`src/common/spd_settings.svh`:
```
// constants for the SPD report path
// the message width must stay below 32 characters because the length field is 5 bits
// the scan starts at 1 because address 0 is the I2C general call
`ifndef SPD_SETTINGS_SVH
`define SPD_SETTINGS_SVH

// longest message in characters
`define SPD_TEXT_CHARS 30

// SPD bytes 0 up to this index are read
`define SPD_LAST_BYTE 63

`define SPD_SCAN_START 1

// byte 2 value that identifies DDR3 SDRAM
`define SPD_DDR3_CODE 8'h0B

// medium timebase is printed in ps, so the ns dividend is scaled up
`define SPD_MTB_SCALE 1000

`endif

```
`src/common/spd_pkg.sv`:
```
// word types shared by the SPD sequencer, formatter and UART sender
// message text is right-aligned, so the first character sits at byte len-1
// and the last character in bits 7:0
`include "spd_settings.svh"

package spd_pkg;

    ////////////////////////////////
    // I2C side
    ////////////////////////////////

    // one read request to the external I2C master
    typedef struct packed {
        logic [6:0] dev_addr;   // 7-bit device address
        logic [7:0] reg_addr;   // register (SPD byte) address
    } i2c_req_t;

    // one SPD byte as read back
    typedef struct packed {
        logic [5:0] idx;        // byte index 0..63
        logic [7:0] data;
    } spd_byte_t;

    ////////////////////////////////
    // UART side
    ////////////////////////////////

    // one line of report text
    typedef struct packed {
        logic [`SPD_TEXT_CHARS*8-1:0] text;
        logic [4:0]                   len;  // number of characters used
    } text_msg_t;

endpackage

```
`src/spd_seq/spd_sequencer.sv`:
```
// address scan and SPD byte read control
// assumes the I2C master raises busy the cycle after o_i2c_en and keeps
// nack and rdata valid from the falling edge of busy until the next request
// an absent SPD device makes the scan wrap and run forever
// a NACK in the byte phase is fatal until the next reset
`timescale 1ns/1ps
`include "spd_settings.svh"

module spd_sequencer import spd_pkg::*; (
    input  logic       i_clk,
    input  logic       i_rst_n,
    input  logic       i_i2c_busy,
    input  logic       i_i2c_nack,
    input  logic [7:0] i_i2c_rdata,
    input  logic       i_msg_done,
    input  logic       i_byte_skip,
    output logic       o_i2c_en,
    output i2c_req_t   o_i2c_req,
    output logic       o_addr_found,
    output logic [6:0] o_found_addr,
    output logic       o_byte_valid,
    output spd_byte_t  o_byte,
    output logic       o_addr_done,
    output logic       o_read_done,
    output logic       o_spd_error
);

    typedef enum logic [2:0] {
        ST_SCAN_REQ,
        ST_SCAN_WAIT,
        ST_ADDR_MSG,
        ST_READ_REQ,
        ST_READ_WAIT,
        ST_BYTE_MSG,
        ST_DONE,
        ST_ERROR
    } seq_state_t;

    seq_state_t state;
    logic [6:0] dev_addr;   // probe address, then the found address
    logic [5:0] byte_idx;
    logic       xfer_end;

    // busy is still low in the pulse cycle itself, so that cycle is excluded
    assign xfer_end = !i_i2c_busy && !o_i2c_en;

    // register 0 during the scan, the byte index afterwards
    assign o_i2c_req    = '{dev_addr: dev_addr,
                            reg_addr: o_addr_done ? {2'b00, byte_idx} : 8'h00};
    assign o_found_addr = dev_addr;
    assign o_byte       = '{idx: byte_idx, data: i_i2c_rdata};

    always_ff @(posedge i_clk or negedge i_rst_n) begin
        if (!i_rst_n) begin
            state        <= ST_SCAN_REQ;
            dev_addr     <= 7'(`SPD_SCAN_START);
            byte_idx     <= '0;
            o_i2c_en     <= 1'b0;
            o_addr_found <= 1'b0;
            o_byte_valid <= 1'b0;
            o_addr_done  <= 1'b0;
            o_read_done  <= 1'b0;
            o_spd_error  <= 1'b0;
        end else begin
            o_i2c_en     <= 1'b0;   // all three are single-cycle pulses
            o_addr_found <= 1'b0;
            o_byte_valid <= 1'b0;
            case (state)
                ST_SCAN_REQ: if (!i_i2c_busy) begin
                    o_i2c_en <= 1'b1;
                    state    <= ST_SCAN_WAIT;
                end
                ST_SCAN_WAIT: if (xfer_end) begin
                    if (i_i2c_nack) begin // nobody home, try the next address
                        dev_addr <= (dev_addr == 7'h7F) ? 7'(`SPD_SCAN_START)
                                                        : dev_addr + 7'd1;
                        state    <= ST_SCAN_REQ;
                    end else begin
                        o_addr_found <= 1'b1;
                        state        <= ST_ADDR_MSG;
                    end
                end
                ST_ADDR_MSG: if (i_msg_done) begin
                    o_addr_done <= 1'b1;
                    state       <= ST_READ_REQ;
                end
                ST_READ_REQ: if (!i_i2c_busy) begin
                    o_i2c_en <= 1'b1;
                    state    <= ST_READ_WAIT;
                end
                ST_READ_WAIT: if (xfer_end) begin
                    if (i_i2c_nack) begin
                        o_spd_error <= 1'b1;
                        state       <= ST_ERROR;
                    end else begin
                        o_byte_valid <= 1'b1;
                        state        <= ST_BYTE_MSG;
                    end
                end
                // one event in flight, wait for its line or its skip
                ST_BYTE_MSG: if (i_msg_done || i_byte_skip) begin
                    if (byte_idx == 6'(`SPD_LAST_BYTE)) begin
                        o_read_done <= 1'b1;
                        state       <= ST_DONE;
                    end else begin
                        byte_idx <= byte_idx + 6'd1;
                        state    <= ST_READ_REQ;
                    end
                end
                default: ;  // done and error are terminal
            endcase
        end
    end

    ////////////////////////////////
    // checks
    ////////////////////////////////

    // relies on the external master only raising busy after a request
    a_en_not_busy: assert property (@(posedge i_clk) disable iff (!i_rst_n)
        o_i2c_en |-> !i_i2c_busy);

    a_done_xor_err: assert property (@(posedge i_clk) disable iff (!i_rst_n)
        !(o_read_done && o_spd_error));

endmodule

```
`src/rtl/spd_report_formatter.sv`:
```
// turns the found address and SPD bytes into report lines
// every event gets exactly one response on the next cycle,
// either o_msg_valid with a line or o_byte_skip
// byte 12 relies on bytes 10 and 11 having been seen earlier in the same read
`timescale 1ns/1ps
`include "spd_settings.svh"

module spd_report_formatter import spd_pkg::*; (
    input  logic       i_clk,
    input  logic       i_rst_n,
    input  logic       i_addr_found,
    input  logic [6:0] i_found_addr,
    input  logic       i_byte_valid,
    input  spd_byte_t  i_byte,
    output logic       o_msg_valid,
    output text_msg_t  o_msg,
    output logic       o_byte_skip
);

    logic [7:0]  mtb_dividend;  // from byte 10
    logic [7:0]  mtb_divisor;   // from byte 11
    logic [17:0] mtb_product;
    logic [17:0] mtb_quot;
    logic [7:0]  mtb;
    text_msg_t   msg_next;
    logic        emit;          // current event produces a line

    // upper case hex digit
    function automatic logic [7:0] hex_char(input logic [3:0] nib);
        hex_char = (nib < 4'd10) ? 8'h30 + {4'h0, nib} : 8'h37 + {4'h0, nib};
    endfunction

    // timebase in ps, truncated to the low byte for the report
    assign mtb_product = mtb_dividend * 18'(`SPD_MTB_SCALE);
    assign mtb_quot    = (mtb_divisor == 8'h00) ? '0 : mtb_product / mtb_divisor;
    assign mtb         = mtb_quot[7:0];

    ////////////////////////////////
    // line builder
    ////////////////////////////////

    always_comb begin
        msg_next = '0;
        emit     = 1'b0;
        if (i_addr_found) begin
            emit          = 1'b1;
            msg_next.text = {"I2C Address: 0x", hex_char({1'b0, i_found_addr[6:4]}),
                             hex_char(i_found_addr[3:0]), 8'h0A};
            msg_next.len  = 5'd18;
        end else if (i_byte_valid) begin
            case (i_byte.idx)
                6'd2: begin
                    emit = 1'b1;
                    if (i_byte.data == `SPD_DDR3_CODE) begin
                        msg_next.text = {"DRAM Type: DDR3 SDRAM", 8'h0A};
                        msg_next.len  = 5'd22;
                    end else begin
                        msg_next.text = {"DRAM Type: NOT DDR3!", 8'h0A};
                        msg_next.len  = 5'd21;
                    end
                end
                6'd3: begin
                    emit = 1'b1;
                    case (i_byte.data)
                        8'h00: begin
                            msg_next.text = {"Module Type: Undefined!", 8'h0A};
                            msg_next.len  = 5'd24;
                        end
                        8'h01: begin
                            msg_next.text = {"Module Type: RDIMM", 8'h0A};
                            msg_next.len  = 5'd19;
                        end
                        8'h02: begin
                            msg_next.text = {"Module Type: UDIMM", 8'h0A};
                            msg_next.len  = 5'd19;
                        end
                        8'h03: begin
                            msg_next.text = {"Module Type: SO-DIMM", 8'h0A};
                            msg_next.len  = 5'd21;
                        end
                        default: emit = 1'b0;   // unknown module types are not reported
                    endcase
                end
                6'd8: if (!i_byte.data[2]) begin // lane count 1, 2, 4 or 8
                    emit          = 1'b1;
                    msg_next.text = {"BYTE_LANES: ", 8'h30 + (8'd1 << i_byte.data[1:0]),
                                     8'h0A};
                    msg_next.len  = 5'd14;
                end
                6'd12: begin
                    emit          = 1'b1;
                    msg_next.text = {"mtb: 0x", hex_char(mtb[7:4]), hex_char(mtb[3:0]),
                                     " (ps)", 8'h0A};
                    msg_next.len  = 5'd15;
                end
                6'd18: begin
                    emit          = 1'b1;
                    msg_next.text = {"TRCD: mtb * 0x", hex_char(i_byte.data[7:4]),
                                     hex_char(i_byte.data[3:0]), 8'h0A};
                    msg_next.len  = 5'd17;
                end
                default: emit = 1'b0;
            endcase
        end
    end

    always_ff @(posedge i_clk or negedge i_rst_n) begin
        if (!i_rst_n) begin
            o_msg_valid <= 1'b0;
            o_byte_skip <= 1'b0;
        end else begin
            o_msg_valid <= emit;
            o_byte_skip <= i_byte_valid && !emit;
        end
    end

    always_ff @(posedge i_clk) begin
        if (emit)
            o_msg <= msg_next;
        if (i_byte_valid && i_byte.idx == 6'd10)
            mtb_dividend <= i_byte.data;
        if (i_byte_valid && i_byte.idx == 6'd11)
            mtb_divisor <= i_byte.data;
    end

    ////////////////////////////////
    // checks
    ////////////////////////////////

    // the address event has priority and would hide a byte event
    a_one_event: assert property (@(posedge i_clk) disable iff (!i_rst_n)
        !(i_addr_found && i_byte_valid));

    a_msg_xor_skip: assert property (@(posedge i_clk) disable iff (!i_rst_n)
        !(o_msg_valid && o_byte_skip));

endmodule

```
`src/rtl/uart_text_sender.sv`:
```
// sends one report line to the UART core, first character first
// a new message is only accepted while idle
// each character waits for busy to rise and fall, so a long busy only stretches the line
`timescale 1ns/1ps

module uart_text_sender import spd_pkg::*; (
    input  logic       i_clk,
    input  logic       i_rst_n,
    input  logic       i_msg_valid,
    input  text_msg_t  i_msg,
    input  logic       i_tx_busy,
    output logic       o_tx_en,
    output logic [7:0] o_tx_data,
    output logic       o_msg_done
);

    typedef enum logic [1:0] {
        ST_IDLE,
        ST_SEND,
        ST_WAIT_RISE,
        ST_WAIT_FALL
    } tx_state_t;

    tx_state_t  state;
    text_msg_t  msg_q;
    logic [4:0] char_idx;   // counts down to the last character

    // stays stable through the tx_en cycle
    assign o_tx_data = msg_q.text[{char_idx, 3'b000} +: 8];

    always_ff @(posedge i_clk or negedge i_rst_n) begin
        if (!i_rst_n) begin
            state      <= ST_IDLE;
            char_idx   <= '0;
            o_tx_en    <= 1'b0;
            o_msg_done <= 1'b0;
        end else begin
            o_tx_en    <= 1'b0;
            o_msg_done <= 1'b0;
            case (state)
                ST_IDLE: if (i_msg_valid) begin
                    char_idx <= i_msg.len - 5'd1;
                    state    <= ST_SEND;
                end
                ST_SEND: if (!i_tx_busy) begin
                    o_tx_en <= 1'b1;
                    state   <= ST_WAIT_RISE;
                end
                ST_WAIT_RISE: if (i_tx_busy)
                    state <= ST_WAIT_FALL;
                ST_WAIT_FALL: if (!i_tx_busy) begin
                    if (char_idx == 5'd0) begin
                        o_msg_done <= 1'b1;
                        state      <= ST_IDLE;
                    end else begin
                        char_idx <= char_idx - 5'd1;
                        state    <= ST_SEND;
                    end
                end
                default: state <= ST_IDLE;
            endcase
        end
    end

    always_ff @(posedge i_clk) begin
        if (state == ST_IDLE && i_msg_valid)
            msg_q <= i_msg;
    end

    a_tx_en_pulse: assert property (@(posedge i_clk) disable iff (!i_rst_n)
        o_tx_en |=> !o_tx_en);

endmodule

```
`src/rtl/spd_reader.sv`:
```
// SPD reader top level
// the I2C master and the UART serializer are external cores
// driven through plain enable, busy and data levels
`timescale 1ns/1ps

module spd_reader import spd_pkg::*; (
    input  logic       i_clk,
    input  logic       i_rst_n,
    input  logic       i_i2c_busy,
    input  logic       i_i2c_nack,
    input  logic [7:0] i_i2c_rdata,
    input  logic       i_tx_busy,
    output logic       o_i2c_en,
    output i2c_req_t   o_i2c_req,
    output logic       o_tx_en,
    output logic [7:0] o_tx_data,
    output logic       o_addr_done,
    output logic       o_read_done,
    output logic       o_spd_error
);

    logic       addr_found;
    logic [6:0] found_addr;
    logic       byte_valid;
    spd_byte_t  spd_byte;
    logic       msg_valid;
    text_msg_t  msg;
    logic       byte_skip;
    logic       msg_done;

    spd_sequencer u_seq (
        .i_clk        (i_clk),
        .i_rst_n      (i_rst_n),
        .i_i2c_busy   (i_i2c_busy),
        .i_i2c_nack   (i_i2c_nack),
        .i_i2c_rdata  (i_i2c_rdata),
        .i_msg_done   (msg_done),
        .i_byte_skip  (byte_skip),
        .o_i2c_en     (o_i2c_en),
        .o_i2c_req    (o_i2c_req),
        .o_addr_found (addr_found),
        .o_found_addr (found_addr),
        .o_byte_valid (byte_valid),
        .o_byte       (spd_byte),
        .o_addr_done  (o_addr_done),
        .o_read_done  (o_read_done),
        .o_spd_error  (o_spd_error)
    );

    spd_report_formatter u_fmt (
        .i_clk        (i_clk),
        .i_rst_n      (i_rst_n),
        .i_addr_found (addr_found),
        .i_found_addr (found_addr),
        .i_byte_valid (byte_valid),
        .i_byte       (spd_byte),
        .o_msg_valid  (msg_valid),
        .o_msg        (msg),
        .o_byte_skip  (byte_skip)
    );

    uart_text_sender u_tx (
        .i_clk        (i_clk),
        .i_rst_n      (i_rst_n),
        .i_msg_valid  (msg_valid),
        .i_msg        (msg),
        .i_tx_busy    (i_tx_busy),
        .o_tx_en      (o_tx_en),
        .o_tx_data    (o_tx_data),
        .o_msg_done   (msg_done)
    );

endmodule

```
`config.mk`:
```
export PLATFORM = sky130hd
export DESIGN_NAME = spd_reader
export DESIGN_NICKNAME = d
export VERILOG_FILES = /design/src/common/spd_pkg.sv /design/src/spd_seq/spd_sequencer.sv /design/src/rtl/spd_report_formatter.sv /design/src/rtl/uart_text_sender.sv /design/src/rtl/spd_reader.sv
export VERILOG_INCLUDE_DIRS = /design/src /design/src/common
export SDC_FILE = /design/constraint.sdc
export NUM_CORES = 1
export LEC_CHECK = 0
export ABC_AREA = 1
export CAP_MARGIN = 10
export CORE_UTILIZATION = 40
export CTS_CLUSTER_DIAMETER = 150
export DETAILED_ROUTE_END_ITERATION = 10
export DONT_BUFFER_PORTS = 1
export GPL_TIMING_DRIVEN = 0
export PLACE_DENSITY = 0.62
export SLEW_MARGIN = 40
export SYNTH_ARGS = -nofsm -noshare
export SYNTH_HDL_FRONTEND = slang
export SYNTH_HIERARCHICAL = 1
export SYNTH_SLANG_ARGS = --single-unit
```
`constraint.sdc`:
```
create_clock -name i_clk -period 43.6 [get_ports i_clk]
set_input_delay 2.18 -clock i_clk [delete_from_list [all_inputs] [get_ports i_clk]]
set_output_delay 2.18 -clock i_clk [all_outputs]
set_load 0.005 [all_outputs]
```
## After elaboration in Yosys (flattened, before gate mapping)

Cells that the tools add are included.

- Muxes and demuxes: 51
- Reductions and logical operators: 28
- Multipliers: 1
- Bitwise gates (word level): 2
- Eq/ne operators: 32
- Shift-type cells: 2
- Divide/modulo/power cells: 1
- $add $sub $neg: 17
- $lt $le $gt $ge: 6

Operators with widths:

| cell | number |
|---|---|
| 196-bit case mux with 5 select lines | 1 |
| 196-bit case mux with 4 select lines | 1 |
| 240-bit by 9-bit indexed part select with 8-bit output | 1 |
| 180-bit two-way mux | 1 |
| 148-bit two-way mux | 1 |
| 116-bit two-way mux | 1 |
| 6-bit by 4-bit adder with 7-bit output, first input constant | 10 |
| 8-bit two-way mux | 7 |
| 29-bit two-way mux | 1 |
| 6-bit by 4-bit == test with 1-bit output, second input constant | 4 |
| 3-bit two-way mux | 7 |
| 4-bit < comparator, second input constant | 5 |
| 18-bit by 8-bit divider with 18-bit output | 1 |
| 3-bit case mux with 6 select lines | 1 |
| 8-bit by 2-bit == test with 1-bit output, second input constant | 2 |
| 8-bit logical NOT | 2 |
| 1-bit two-way mux | 16 |
| 8-bit by 7-bit multiplier with 15-bit output, second input constant | 1 |
| 5-bit two-way mux | 3 |
| 6-bit by 3-bit adder with 7-bit output, first input constant | 2 |
| 2-bit != test, second input constant | 7 |
| 6-bit by 2-bit == test with 1-bit output, second input constant | 2 |
| 2-bit two-way mux | 6 |
| 3-bit AND reduction | 4 |
| other kinds (37) | 53 |

- Input bits: 13
- ROM bits: 0
- Bits in writable memories: 0
- Word-level logic and storage cells: 163
- Register bits: 534
- Memories: 0
- Latch bits: 0
- Output and inout bits: 28

## Depth between registers and ports, before layout

- Depth after elaboration: 8
- Mapped depth: 261
- Gate-level depth less buffers: 249

## Hierarchy

Netlist, hierarchy kept.

Modules (own cells, without submodules):

| module | seq. area each (um^2) | times used | cells each | area an instance (um^2) |
|---|---|---|---|---|
| spd_report_formatter | 3893.7 | 1 | 1990 | 14874.3 |
| uart_text_sender | 7432.1 | 1 | 960 | 10500.1 |
| spd_sequencer | 551.8 | 1 | 197 | 1524.0 |

## Worst setup path before layout

Ideal clock, no wire load.

- Path type: flip-flop to flip-flop
- Start: register u_fmt.mtb_dividend[1]
- End: register u_fmt/o_msg[55] (netlist bit), data pin
- Library setup time: 0.269 ns
- Required time: 43.331 ns
- Clock period less this slack: 34.335 ns
- Arrival time: 34.066 ns
- Slack: 9.265 ns
- Cell stages (with the launch flop): 249
- Path buffers: 12
- Cells stage by stage: edfxtp_1 fa_1 inv_1 fa_1 fa_1 fa_1 inv_1 ha_1 nand2_1 nand2_1 nand2_1 nand2_1 nand2_1 nand4_1 and2_1 ha_1 o21ai_1 nand3_1 (+213 left out) nand3_4 nor2_8 clkbuf_1 o21ai_0 ha_1 nand4_1 nor3_1 a211oi_1 nand2_1 nor2_1 nand3_1 nor2_1 nand2_1 nand2_1 ha_1 nand2_1 xnor2_1 o21ai_0

- Word-level cells in the longest chain between the ends: 6
- Elaborated cells on any way between the ends: 8
- Those cells by class: 2 x add/sub; 1 x mul; 1 x div; 1 x order compare; 3 x mux

Ends and longest elaborated chain:

| item | line | RTL |
|---|---|---|
| start, declared | spd_report_formatter.sv:20 | `logic [7:0] mtb_dividend;` |
| start signal, assigned | spd_report_formatter.sv:121 | `mtb_dividend <= i_byte.data;` |
| 8-bit by 7-bit multiplier with 15-bit output * | spd_report_formatter.sv:34 | `` assign mtb_product = mtb_dividend * 18'(`SPD_MTB_SCALE); `` |
| 18-bit by 8-bit divider with 18-bit output * | spd_report_formatter.sv:35 | `assign mtb_quot = (mtb_divisor == 8'h00) ? '0 : mtb_product / mtb_divisor;` |
| 8-bit two-way mux * | spd_report_formatter.sv:35 |  |
| 6-bit by 4-bit adder with 7-bit output / 4-bit < comparator (equally long branches) | spd_report_formatter.sv:30 | `hex_char = (nib < 4'd10) ? 8'h30 + {4'h0, nib} : 8'h37 + {4'h0, nib};` |
| 8-bit two-way mux * | spd_report_formatter.sv:30 |  |
| 196-bit case mux with 5 select lines * | spd_report_formatter.sv:51 | `case (i_byte.idx)` |
| end signal, assigned | spd_report_formatter.sv:119 | `o_msg <= msg_next;` |
| end, declared | spd_report_formatter.sv:16 | `output text_msg_t o_msg,` |

Mark *: on every way between the ends. The rest lies on a longest branch, timed or not.
A chain may end at the register's enable or synchronous reset.

## Worst setup path in the final report

Ends and elaborated chain as after synthesis.

==> flow_summary.json <==
{
  "final_layout_size_suffix_gt1_frac": 0.1241,
  "worstRegToRegCells": 250,
  "dp_hpwl_um": 49700,
  "violations": "design-rule violations",
  "die_w_um": 261.3,
  "finalHoldViolCount": 0,
  "fillCellCount": 6519,
  "ctsRootBufferMaster": "clkbuf_16",
  "crit_path_start_kind": "register",
  "post_cts_buffers": 0,
  "htree_num_levels": 2,
  "cpMostUsedCell": "nand2_1",
  "syn_area_um2": 26900,
  "cp-end-kind": "register",
  "setup_ws_ps": 4347,
  "portBuffers": 0,
  "ys_ff_latch": 401,
  "final-setup-viol-count": 0,
  "synth_edf_count": 368,
  "dp.cells": 4107,
  "dieArea_um2": 68290,
  "yosysWarnings": 6,
  "nNetsFinal": 3493,
  "arrival_ps": 39520,
  "rsz0062_at_grt": "no",
  "crit_fanout": 15,
  "clkLatencyLatePin_ps": 560,
  "cp.required_ps": 43870,
  "slew_viol_final": 0,
  "outcome": "finished, violations left",
  "vdd_drop_max_uv": 28.81,
  "cp_slowest_stage_delay_ps": 590,
  "worst_slew_pin_slew_ps": 832.3,
  "grtUsageTotal": 0.1922,
  "grt_pass1_vias": 18820,
  "grt_max_degree": 83,
  "ys_types": 65,
  "final_common_cell": "nand2_1",
  "cts_tree": "yes",
  "rows": 94,
  "detail_route.wl_per_cell_um": 15.74,
  "regArea_um2": 11880,
  "p_per_area_nw_per_um2": 35.27,
  "fin_setup_tns_ps": 0,
  "skew_ps": 23.48,
  "holdCritPathClass": "register to register",
  "antenna_found_initial": 0,
  "maxCapViolations": 0,
  "fp.coreArea_um2": 66100,
  "cts.path.max_buffers": 3,
  "worstReg2RegEnd": "u_fmt/o_msg[55]",
  "drt_pre_antenna_iters": 10,
  "fin_crit_ps": 39250,
  "grt-ovfl-total": 0,
  "p_leak_nw": 14.25,
  "yosysSeqAreaShare": 0.4416,
  "crit_type": "register to register",
  "reg2reg_slack_ps": 4350,
  "slew_headroom": 0.4431,
  "multi_input_area_um2": 12230,
  "preCtsSetupSlack_ps": 3301,
  "fin_cells": 4183,
  "holdBufCountCts": 0,
  "num_antenna_cells": 0,
  "vias": 20340,
  "reg2reg_from": "u_fmt/mtb_dividend[1]",
  "cp_slowest_cell": "fa_1",
  "first_iter_violations": 1560,
  "synthFlopType": "edfxtp_1",
  "synth_area_per_cell_um2": 8.547,
  "finalCritPeriodShare": 0.9003,
  "wl_um": 65850,
  "num_io_pins": 41,
  "async_reset_ff_frac": 0.08229,
  "die_y_um": 261.3,
  "grt_pass1_wl_um": 102000,
  "routed_via_density": 4.863,
  "drc_errors": 2,
  "synthCells": 3147,
  "place_congestion": 0.8975,
  "numCtsBuffers": 42,
  "crit_end": "u_fmt/o_msg[55]",
  "path_clk_slew_ps": 70,
  "start_util": 0.4069,
  "antenna_left": 0,
  "cts.sinks": 401,
  "crit_start": "u_fmt/mtb_dividend[1]",
  "syn_to_final_growth_pct": 10.69,
  "max_freq_mhz": 25.48,
  "most-common-layout-cells": "nand2_1 (899), inv_1 (382), edfxtp_1 (368)"
}
==> state kept, by name (all words and copies together), names as in the netlist, 2 cells and up <==
name / cells
u_tx/state: 2
u_tx/char_idx: 5
u_seq/o_found_addr: 7
u_seq/state: 3
u_fmt/mtb_divisor: 8
u_seq/byte_idx: 6
u_fmt/mtb_dividend: 8
u_tx/msg_q: 240
u_fmt/o_msg: 112
==> critical path, delay by kind of cell, from the launching register on <==
kind,cells,cell delay [ps]
DFF,1,560
and+or+nand+nor,106,11440
adders and majority gates,24,8050
buffers and inverters,49,5970
AOI/OAI and AO/OA,70,12630
xor gates and xnor gates,1,150
==> per-layer routing <==
layer  up-vias  routed length, µm  GRT usage
li1      10380                  -          -
met5         -                  0          0
met2       492              30520     0.3184
met3       118               3756    0.02391
met1      9351              29470     0.2609
met4         0               2103    0.06169
==> worst min-delay path by stage <==
stage	from	endpoint	slack, ps	cells past startpoint
6_report	u_fmt/o_msg[120]	u_tx/msg_q[120]	400	0
3_3_place_gp	u_fmt/o_msg[91]	u_tx/msg_q[91]	400	0
2_1_floorplan	u_fmt/o_msg[101]	u_tx/msg_q[101]	400	0
3_5_place_dp	u_fmt/o_msg[101]	u_tx/msg_q[101]	400	0
4_1_cts	u_fmt/o_msg[120]	u_tx/msg_q[120]	390	0
5_1_grt	u_fmt/o_msg[99]	u_tx/msg_q[99]	410	0
==> synth_stat cells (15+ instances only) <==
cell        n  area share
nand2_1   900        0.13
inv_1     383       0.053
edfxtp_1  368        0.41
nand3_1   213       0.040
nor2_1    200       0.028
ha_1      172       0.080
buf_4     166       0.046
o21ai_0   126       0.023
a21oi_1    71       0.013
xor2_1     58       0.019
xnor2_1    35       0.011
nand4_1    33      0.0077
dfrtp_1    32       0.030
inv_2      31      0.0043
o211ai_1   29      0.0081
buf_2      28      0.0052
nor3_1     27      0.0050
fa_1       22       0.016
a21o_1     21      0.0059
nand2_2    21      0.0049
clkbuf_1   18      0.0025
or2_2      17      0.0040
o21bai_1   16      0.0045
nor2_2     15      0.0035
==> final cells by class <==
cell class	count	share of cell area
tap	864	0.03631
buffer	217	0.05110
clock inverter	24	0.005589
clock buffer	53	0.03740
multi-input combinational	2192	0.4107
inverter	426	0.05497
timing repair buffer	6	0.005043
sequential	401	0.3989
==> kinds of logic (layout without fill, tap and decap cells) <==
| logic type | after synthesis | count (layout) | synth area share |
|---|---|---|---|
| AND/OR/NAND/NOR | 1486 | 1486 | 0.2411 |
| buffers and inverters | 644 | 726 | 0.1171 |
| flip-flops | 401 | 401 | 0.4416 |
| AO/OA/AOI/OAI | 326 | 326 | 0.07266 |
| adder cells (fa/ha/maj) | 194 | 194 | 0.09638 |
| XOR/XNOR | 94 | 94 | 0.03089 |
| other | 2 | 92 | 0.0002792 |
==> power by group <==
| group | leakage, nW | internal (W) | switching (W) | total, W |
|---|---|---|---|---|
| Clock | 0.618 | 0.000188 | 0.000150 | 0.000338 |
| Combinational | 9.94 | 0.0000846 | 0.000206 | 0.000291 |
| Sequential | 3.69 | 0.000419 | 0.00000228 | 0.000421 |
| Total | 14.2 | 0.000692 | 0.000358 | 0.00105 |
==> timing repair <==
item | CTS | global route
resized for setup | 0 | 8
hold endpoints to repair | 0 | 0
setup endpoints to repair | 0 | 5
==> per-stage QoR <==
step	total power [W]	cell area, µm²	hold slack [ps]	utilization
detailed placement	0.0007180	28480	404.5	0.4309
CTS	0.001058	29760	393.3	0.4503
global placement	0.0007180	28320	400.5	0.4284
finish	0.001050	29770	404.2	0.4504
global route	0.001100	29770	405.9	0.4504
floorplan	0.0006158	27240	400.3	-
Note: power is estimated with default switching activity, not from simulation.
